<file path="src/reset_consts.svh">
/* Reset and boot subsystem constants
   Bus widths, hold tap and reset vector defaults, synchronizer depth */

`ifndef RESET_CONSTS_SVH
`define RESET_CONSTS_SVH

// Instruction bus and reset vector width
`define VEC_W 16

// Hold tap select width, hold length is 2**tap ticks of clk3
`define TAP_W 3

// Tap loaded by arst_n, 3 gives 8 ticks
`define HOLD_TAP_DEFAULT 3'd3

// Vector loaded by arst_n
// High byte all ones, low byte F0
`define RESET_VECTOR_DEFAULT 16'hFFF0

// Depth of the reset request synchronizer
`define SYNC_STAGES 2

`endif

</file>
<file path="src/reset_pkg.sv">
/* Reset and boot subsystem types
   Boot sequencer states and configuration register addresses */

package reset_pkg;

   ////////////////////////////////////////////////////////////////////////
   // Boot sequencer states
   ////////////////////////////////////////////////////////////////////////

   // HOLD   core held in reset, vector on the bus
   // FETCH  hold released, first fetch requested
   // RUN    first fetch accepted, core running
   typedef enum logic [1:0] {
      HOLD  = 2'd0,
      FETCH = 2'd1,
      RUN   = 2'd2
   } boot_state_e;

   ////////////////////////////////////////////////////////////////////////
   // Configuration register map
   ////////////////////////////////////////////////////////////////////////

   // STATUS is read only
   // SW_RESET reads as zero, a write fires a reset request
   typedef enum logic [1:0] {
      HOLD_TAP = 2'd0,
      VECTOR   = 2'd1,
      STATUS   = 2'd2,
      SW_RESET = 2'd3
   } cfg_reg_e;

endpackage

</file>
<file path="src/reset_cfg_if.sv">
/* Configuration link from the register block to timer and sequencer */

`timescale 1ns/10ps

`include "reset_consts.svh"

interface reset_cfg_if;

   // Selected hold length as a power of two
   logic [`TAP_W-1:0]      hold_tap;
   // Vector driven on ibus while the core is held
   logic [`VEC_W-1:0]      vector;
   // One-cycle software reset request
   logic                   sw_reset;
   // Sequencer state, read back through STATUS
   reset_pkg::boot_state_e boot_state;

   // Register block side
   modport regs (
      output hold_tap,
      output vector,
      output sw_reset,
      input  boot_state
   );

   // Hold timer only needs the tap and the software kick
   modport timer (
      input hold_tap,
      input sw_reset
   );

   // Boot sequencer side
   modport seq (
      input  vector,
      output boot_state
   );

endinterface

</file>
<file path="src/reset_sync.sv">
/* Reset request synchronizer
   Merges front panel, power-good and software sources into one request */

`timescale 1ns/10ps

`include "reset_consts.svh"

module reset_sync (
   input  logic clk3,
   input  logic arst_n,
   input  logic fp_reset_n,
   input  logic power_ok,
   input  logic sw_reset,
   output logic reset_req
);

   localparam int STAGES = `SYNC_STAGES;

   // Flop chain, stage STAGES-1 is the request
   logic [STAGES-1:0] sync_q;
   // External sources that need synchronizing
   logic              ext_active;

   // Front panel button is active low
   // Power-good low means supply not yet stable
   assign ext_active = !fp_reset_n || !power_ok;

   ////////////////////////////////////////////////////////////////////////
   // Synchronizer chain
   ////////////////////////////////////////////////////////////////////////

   // Chain presets on arst_n so the request is up at once
   // External sources enter at stage 0 and walk through
   // Software pulse is already on clk3, it sets every stage at once
   // so the request is held for the full chain depth
   always_ff @(posedge clk3 or negedge arst_n) begin
      if (!arst_n) begin
         sync_q <= '1;
      end else begin
         sync_q <= {sync_q[STAGES-2:0], ext_active} | {STAGES{sw_reset}};
      end
   end

   // Release happens STAGES cycles after the last source clears
   assign reset_req = sync_q[STAGES-1];

endmodule

</file>
<file path="src/reset_timer.sv">
/* Reset hold timer
   Counts clk3 ticks after the request drops and releases the core at the tap */

`timescale 1ns/10ps

`include "reset_consts.svh"

module reset_timer (
   input  logic       clk3,
   input  logic       arst_n,
   input  logic       reset_req,
   reset_cfg_if.timer cfg,
   output logic       rst_hold_n
);

   // One counter bit per tap position, 8 bits for a 3-bit tap
   localparam int CNT_W = 1 << `TAP_W;

   // Tick counter, cleared while the request is up
   logic [CNT_W-1:0]  tick_cnt;
   logic [CNT_W-1:0]  tick_nxt;
   // Tap captured during the request
   logic [`TAP_W-1:0] tap_q;
   // Any cause that restarts the hold
   logic              restart;

   assign tick_nxt = tick_cnt + 1'b1;

   // Software pulse is synchronous already
   // so it restarts the hold without waiting for the chain
   assign restart = reset_req || cfg.sw_reset;

   ////////////////////////////////////////////////////////////////////////
   // Hold counter
   ////////////////////////////////////////////////////////////////////////

   // Counting from zero, the selected bit first sets at 2**tap
   // Once released the counter stops until the next restart
   always_ff @(posedge clk3 or negedge arst_n) begin
      if (!arst_n) begin
         tick_cnt   <= '0;
         tap_q      <= `HOLD_TAP_DEFAULT;
         rst_hold_n <= 1'b0;
      end else if (restart) begin
         tick_cnt   <= '0;
         tap_q      <= cfg.hold_tap;
         rst_hold_n <= 1'b0;
      end else if (!rst_hold_n) begin
         tick_cnt <= tick_nxt;
         // Release in the cycle the count reaches the tap
         if (tick_nxt[tap_q]) begin
            rst_hold_n <= 1'b1;
         end
      end
   end

endmodule

</file>
<file path="src/reset_cfg_regs.sv">
/* Reset configuration registers
   Four-phase host port for hold tap, vector, status and software reset */

`timescale 1ns/10ps

`include "reset_consts.svh"

module reset_cfg_regs (
   input  logic                clk3,
   input  logic                arst_n,
   input  logic                cfg_req,
   input  logic                cfg_we,
   input  reset_pkg::cfg_reg_e cfg_addr,
   input  logic [`VEC_W-1:0]   cfg_wdata,
   output logic                cfg_ack,
   output logic [`VEC_W-1:0]   cfg_rdata,
   reset_cfg_if.regs           cfg
);

   localparam int ST_W = $bits(reset_pkg::boot_state_e);

   // Request seen but not yet acknowledged
   logic              access;
   // Programmable registers
   logic [`TAP_W-1:0] hold_tap_q;
   logic [`VEC_W-1:0] vector_q;
   // Software reset pulse
   logic              sw_reset_q;
   // Read data for the current address
   logic [`VEC_W-1:0] rd_mux;

   ////////////////////////////////////////////////////////////////////////
   // Host handshake
   ////////////////////////////////////////////////////////////////////////

   // Exactly one cycle per transfer has req high and ack low
   assign access = cfg_req && !cfg_ack;

   // Ack follows req by one cycle in both directions
   always_ff @(posedge clk3 or negedge arst_n) begin
      if (!arst_n) begin
         cfg_ack <= 1'b0;
      end else begin
         cfg_ack <= cfg_req;
      end
   end

   ////////////////////////////////////////////////////////////////////////
   // Register writes
   ////////////////////////////////////////////////////////////////////////

   // Only arst_n restores the defaults
   // software and front panel resets leave these alone
   always_ff @(posedge clk3 or negedge arst_n) begin
      if (!arst_n) begin
         hold_tap_q <= `HOLD_TAP_DEFAULT;
         vector_q   <= `RESET_VECTOR_DEFAULT;
      end else if (access && cfg_we) begin
         case (cfg_addr)
            reset_pkg::HOLD_TAP: hold_tap_q <= cfg_wdata[`TAP_W-1:0];
            reset_pkg::VECTOR:   vector_q   <= cfg_wdata;
            default: ;
         endcase
      end
   end

   // Pulse lines up with the rising ack
   always_ff @(posedge clk3 or negedge arst_n) begin
      if (!arst_n) begin
         sw_reset_q <= 1'b0;
      end else begin
         sw_reset_q <= access && cfg_we && (cfg_addr == reset_pkg::SW_RESET);
      end
   end

   ////////////////////////////////////////////////////////////////////////
   // Register reads
   ////////////////////////////////////////////////////////////////////////

   always_comb begin
      case (cfg_addr)
         reset_pkg::HOLD_TAP: rd_mux = {{(`VEC_W-`TAP_W){1'b0}}, hold_tap_q};
         reset_pkg::VECTOR:   rd_mux = vector_q;
         reset_pkg::STATUS:   rd_mux = {{(`VEC_W-ST_W){1'b0}}, cfg.boot_state};
         default:             rd_mux = '0;
      endcase
   end

   // Captured on the access cycle, stable while ack is high
   always_ff @(posedge clk3) begin
      if (access && !cfg_we) begin
         cfg_rdata <= rd_mux;
      end
   end

   // Configuration out to timer and sequencer
   assign cfg.hold_tap = hold_tap_q;
   assign cfg.vector   = vector_q;
   assign cfg.sw_reset = sw_reset_q;

endmodule

</file>
<file path="src/boot_sequencer.sv">
/* Boot sequencer
   Presents the reset vector, holds IR in reset and hands off to fetch */

`timescale 1ns/10ps

`include "reset_consts.svh"

module boot_sequencer (
   input  logic              clk3,
   input  logic              arst_n,
   input  logic              reset_req,
   input  logic              rst_hold_n,
   input  logic              fetch_ack,
   reset_cfg_if.seq          cfg,
   output logic              fetch_req,
   output logic              ir_rst,
   output logic              vector_oe,
   output logic [`VEC_W-1:0] ibus
);

   reset_pkg::boot_state_e state_q;
   reset_pkg::boot_state_e state_nxt;

   ////////////////////////////////////////////////////////////////////////
   // State machine
   ////////////////////////////////////////////////////////////////////////

   // A request or a dropped hold wins from any state
   // HOLD moves on once the timer lets go
   // FETCH waits for the fetch unit to latch the vector
   always_comb begin
      state_nxt = state_q;
      if (reset_req || !rst_hold_n) begin
         state_nxt = reset_pkg::HOLD;
      end else begin
         case (state_q)
            reset_pkg::HOLD: begin
               state_nxt = reset_pkg::FETCH;
            end
            reset_pkg::FETCH: begin
               if (fetch_ack) begin
                  state_nxt = reset_pkg::RUN;
               end
            end
            reset_pkg::RUN: begin
               state_nxt = reset_pkg::RUN;
            end
            default: begin
               state_nxt = reset_pkg::HOLD;
            end
         endcase
      end
   end

   always_ff @(posedge clk3 or negedge arst_n) begin
      if (!arst_n) begin
         state_q <= reset_pkg::HOLD;
      end else begin
         state_q <= state_nxt;
      end
   end

   ////////////////////////////////////////////////////////////////////////
   // Outputs
   ////////////////////////////////////////////////////////////////////////

   // IR reset is hold active and first fetch not yet accepted
   // so it stays up through HOLD and FETCH
   assign ir_rst    = (state_q != reset_pkg::RUN);
   assign vector_oe = (state_q != reset_pkg::RUN);

   // Request the first fetch only in FETCH
   // drops together with ir_rst on entry to RUN
   assign fetch_req = (state_q == reset_pkg::FETCH);

   // Bus driver, vector when enabled, idle low otherwise
   assign ibus = vector_oe ? cfg.vector : '0;

   // State back to the register block for STATUS
   assign cfg.boot_state = state_q;

endmodule

</file>
<file path="src/reset_logic.sv">
/* Reset and boot subsystem top level
   Wires the synchronizer, hold timer, register block and boot sequencer */

`timescale 1ns/10ps

`include "reset_consts.svh"

module reset_logic (
   input  logic                clk3,
   input  logic                arst_n,
   input  logic                fp_reset_n,
   input  logic                power_ok,
   input  logic                cfg_req,
   input  logic                cfg_we,
   input  reset_pkg::cfg_reg_e cfg_addr,
   input  logic [`VEC_W-1:0]   cfg_wdata,
   output logic                cfg_ack,
   output logic [`VEC_W-1:0]   cfg_rdata,
   input  logic                fetch_ack,
   output logic                fetch_req,
   output logic                rst_hold_n,
   output logic                ir_rst,
   output logic                vector_oe,
   output logic [`VEC_W-1:0]   ibus
);

   // Merged and synchronized reset request
   logic reset_req;

   // Configuration link between the blocks
   reset_cfg_if cfg_bus ();

   ////////////////////////////////////////////////////////////////////////
   // Reset path
   ////////////////////////////////////////////////////////////////////////

   reset_sync u_reset_sync (
      .clk3       (clk3),
      .arst_n     (arst_n),
      .fp_reset_n (fp_reset_n),
      .power_ok   (power_ok),
      .sw_reset   (cfg_bus.sw_reset),
      .reset_req  (reset_req)
   );

   reset_timer u_reset_timer (
      .clk3       (clk3),
      .arst_n     (arst_n),
      .reset_req  (reset_req),
      .cfg        (cfg_bus),
      .rst_hold_n (rst_hold_n)
   );

   ////////////////////////////////////////////////////////////////////////
   // Configuration and boot
   ////////////////////////////////////////////////////////////////////////

   reset_cfg_regs u_reset_cfg_regs (
      .clk3      (clk3),
      .arst_n    (arst_n),
      .cfg_req   (cfg_req),
      .cfg_we    (cfg_we),
      .cfg_addr  (cfg_addr),
      .cfg_wdata (cfg_wdata),
      .cfg_ack   (cfg_ack),
      .cfg_rdata (cfg_rdata),
      .cfg       (cfg_bus)
   );

   boot_sequencer u_boot_sequencer (
      .clk3       (clk3),
      .arst_n     (arst_n),
      .reset_req  (reset_req),
      .rst_hold_n (rst_hold_n),
      .fetch_ack  (fetch_ack),
      .cfg        (cfg_bus),
      .fetch_req  (fetch_req),
      .ir_rst     (ir_rst),
      .vector_oe  (vector_oe),
      .ibus       (ibus)
   );

endmodule

</file>
<file path="config.mk">
export PLATFORM = sky130hd
export DESIGN_NAME = reset_logic
export DESIGN_NICKNAME = d
export VERILOG_FILES = /design/src/reset_pkg.sv /design/src/reset_cfg_if.sv /design/src/reset_sync.sv /design/src/reset_timer.sv /design/src/reset_cfg_regs.sv /design/src/boot_sequencer.sv /design/src/reset_logic.sv
export VERILOG_INCLUDE_DIRS = /design/src
export SDC_FILE = /design/constraint.sdc
export NUM_CORES = 1
export LEC_CHECK = 0
export BUFFER_PORTS_ARGS = -buffer_cell sky130_fd_sc_hd__buf_2
export CAP_MARGIN = 5
export CORE_MARGIN = 2
export CORE_UTILIZATION = 57
export CTS_CLUSTER_DIAMETER = 40
export DETAILED_ROUTE_END_ITERATION = 10
export HOLD_SLACK_MARGIN = 0.05
export PLACE_DENSITY_LB_ADDON = 0.1
export SYNTH_ARGS = -nofsm -noshare
export SYNTH_HDL_FRONTEND = slang
export SYNTH_SLANG_ARGS = --single-unit
</file>
<file path="constraint.sdc">
create_clock -name clk3 -period 3.8 [get_ports clk3]
set_input_delay 1.14 -clock clk3 [delete_from_list [all_inputs] [get_ports clk3]]
set_output_delay 1.14 -clock clk3 [all_outputs]
set_load 0.01 [all_outputs]
</file>
==> flow_summary.yaml <==
run_status:
  outcome: "completed"
power_and_ir_drop:
  pwr_density_cell_mw_per_mm2: 442
  vdd_ir_drop_max_mv: 0.362
  power_leakage_nw: 1.26
cells_and_area:
  syn_to_final_growth_pct: 17.0
  drive_gt1_share_pct: 45.0
  diodes: 0
  mostFrequentLayoutCells: "buf_2 (61), mux2_2 (22), nor2b_1 (21)"
  fin_nets: 286
  final_common_cell: "buf_2"
synthesis:
  synth_cell_types: 38
  yosys.area.top_type: "edfxtp_1"
  ys_seq_area_share_pct: 57.5
  syn_area_per_cell_sq_um: 12.5
  synthCells: 198
  yosysWarnings: 0
  ys_seq_elements: 53
  syn-cell-area_sq_mm: 0.00248
  synth_top_area_share_pct: 19.3
  syn-num-nets: 227
  synth-edff-count: 16
  synthTopCellsByArea: "edfxtp_1 (19%), dfrtp_1 (19%), dfstp_2 (19%)"
  async_reset_ff_share_pct: 69.8
  synth_flop_cell: "dfrtp_1"
critical_path:
  cp-start-kind: "register"
  crit_path_max_fanout: 17
  setup.worst_path.class: "register to output pin"
  cp-end-kind: "output pin"
  rr_startpoint: "u_reset_cfg_regs.cfg_ack$_DFF_PN0_"
  critical_path_arrival_ps: 1640
  critPathLaunch: "u_boot_sequencer.cfg.boot_state[0]$_DFFE_PN0P_"
  required_ps: 2660
routing:
  drtIter0Drc: 115
  wl_per_cell_um: 14.1
  first_pass_iters: 4
  vias: 1650
  drtAntennaViolNets: 0
  drt_wl_total_um: 4360
  vias_per_cell: 5.32
  drc: 0
floorplanning:
  ios: 62
  start_util_pct: 58.2
  die_area_sq_mm: 0.00490
  die_w_um: 70.0
  num_rows: 24
  core_sq_mm: 0.00426
  dieHeight_um: 70.0
clock_tree:
  cts_tree: "done"
  clk_pin_slew_worst_paths_ps: 90
  cts_buffer_depth: 2
  postCtsHoldBufs: 0
  postCtsSetupBuffers: 0
  clk_latency_ps: 300
  cts.repair.resized: 0
  cts_made_buffers: 5
  clockRootBuffer: "clkbuf_8"
  clock-sinks: 53
  h-tree-depth: 2
timing:
  period_share_pct: 73.2
  min_period_ps: 2780
  hold_viol_final: 0
  setup_slack_ps: 1020
  slew_headroom_pct: 47.5
  finClkSkew_ps: 9.24
  drv_slew: 0
  worst_pin_slew_ps: 788
  final-setup-viol-count: 0
  setup_tns_ps: 0
  rsz0062_at_grt: "false"
  max_freq_mhz: 359
worst_hold_path:
  hp-start: "u_reset_cfg_regs.cfg.hold_tap[0]$_DFFE_PN1P_"
  min_path_type: "register to register"
place:
  port_buffers: 61
  gp_congestion: 0.730
  dp_hpwl_um: 3240
  place_ws_ps: 1200
global_route:
  antenna_found_initial: 0
  grt_pass1_vias: 1591
  grt_overflow_total: 0
  grt_start_max_net_pins: 38
  grt_use_total_pct: 19.2
  grt_pass1_wl_um: 7460
run:
  max-cap-violations: 0
[Yosys cell counts (3+ instances only)]
cell	n
a21oi_1	3
and2_1	13
clkbuf_1	6
dfrtp_1	19
dfstp_2	18
edfxtp_1	16
ha_1	4
inv_1	4
mux2_2	22
mux2i_1	6
nand2_1	7
nand4_1	4
nor2_1	10
nor2b_1	21
o21ai_0	8
or3_1	4
xnor2_1	3
xor2_1	3
[logic make-up (layout without fill, tap and decap cells)]
family / count (synthesis) / in the layout / synth area share (%)
xor+xnor: 6 / 6 / 2.12
flops: 53 / 53 / 57.5
buf+inv: 14 / 74 / 2.67
mux: 28 / 28 / 12.4
compound gates: 20 / 20 / 5.14
simple gates: 73 / 73 / 18.1
fa+ha+maj: 4 / 4 / 2.02
[final cells by class]
cell class	count	area [sq um]
clock inverter	3	21.3
timing repair buffer	62	313
clock buffer	5	68.8
inverter	4	15.0
multi-input combinational	131	993
sequential	53	1430
fill	327	1360
tap	52	65.1
[power breakdown]
part | internal, mW | switching (mW) | leakage (nW) | total (mW)
logic | 0.126 | 0.104 | 0.627 | 0.230
registers | 0.687 | 0.0552 | 0.591 | 0.743
clock network | 0.131 | 0.181 | 0.0445 | 0.312
total | 0.944 | 0.340 | 1.26 | 1.28
[worst max-delay path, stage by stage (launching register included)]
cell and delay, ps:
dfrtp_1 420, inv_1 100, ha_1 540, nor2b_1 120, buf_2 170
[final timing paths]
path                                                                   to  slack (ps)  cells after the start
max in group asynchronous  u_boot_sequencer.cfg.boot_state[0]$_DFFE_PN0P_        2380                      1
hold / removal                         u_reset_timer.tap_q[0]$_DFFE_PN1N_         510                      2
setup reg to reg               u_reset_cfg_regs.cfg.vector[1]$_DFFE_PN0P_        1990                      3
min in group asynchronous           u_reset_timer.tick_cnt[5]$_DFFE_PN0P_         920                      1
setup / recovery                                                  ibus[0]        1020                      4
hold reg to reg                        u_reset_timer.tap_q[0]$_DFFE_PN1N_         510                      2
[state kept, by name, summed over array words and instances (netlist names)]
signal	count
u_boot_sequencer.cfg.boot_state	2
u_reset_cfg_regs.cfg.hold_tap	3
u_reset_cfg_regs.cfg.sw_reset	1
u_reset_cfg_regs.cfg.vector	16
u_reset_cfg_regs.cfg_ack	1
u_reset_cfg_regs.cfg_rdata	16
u_reset_sync.sync_q	2
u_reset_timer.rst_hold_n	1
u_reset_timer.tap_q	3
u_reset_timer.tick_cnt	8
[metal layers]
layer  up-vias  wire (um)  GRT usage, %
li1        812          -             -
met4         0         29          3.85
met5         -          0             0
met2        43       2050          30.6
met3         4        206          4.76
met1       791       2080          27.1
[per-stage QoR]
stage	instance area (sq um)	total power [mW]	hold WS (ps)	cells	util (%)
after global routing	2910	1.36	558	310	68.1
after detailed placement	2820	0.988	522	302	66.0
after floorplan	2480	0.889	466	198	-
after global placement	2820	0.978	502	302	66.0
final	2910	1.28	514	310	68.1
after CTS	2910	1.30	528	310	68.1
Power figures use the tool's default switching activity.
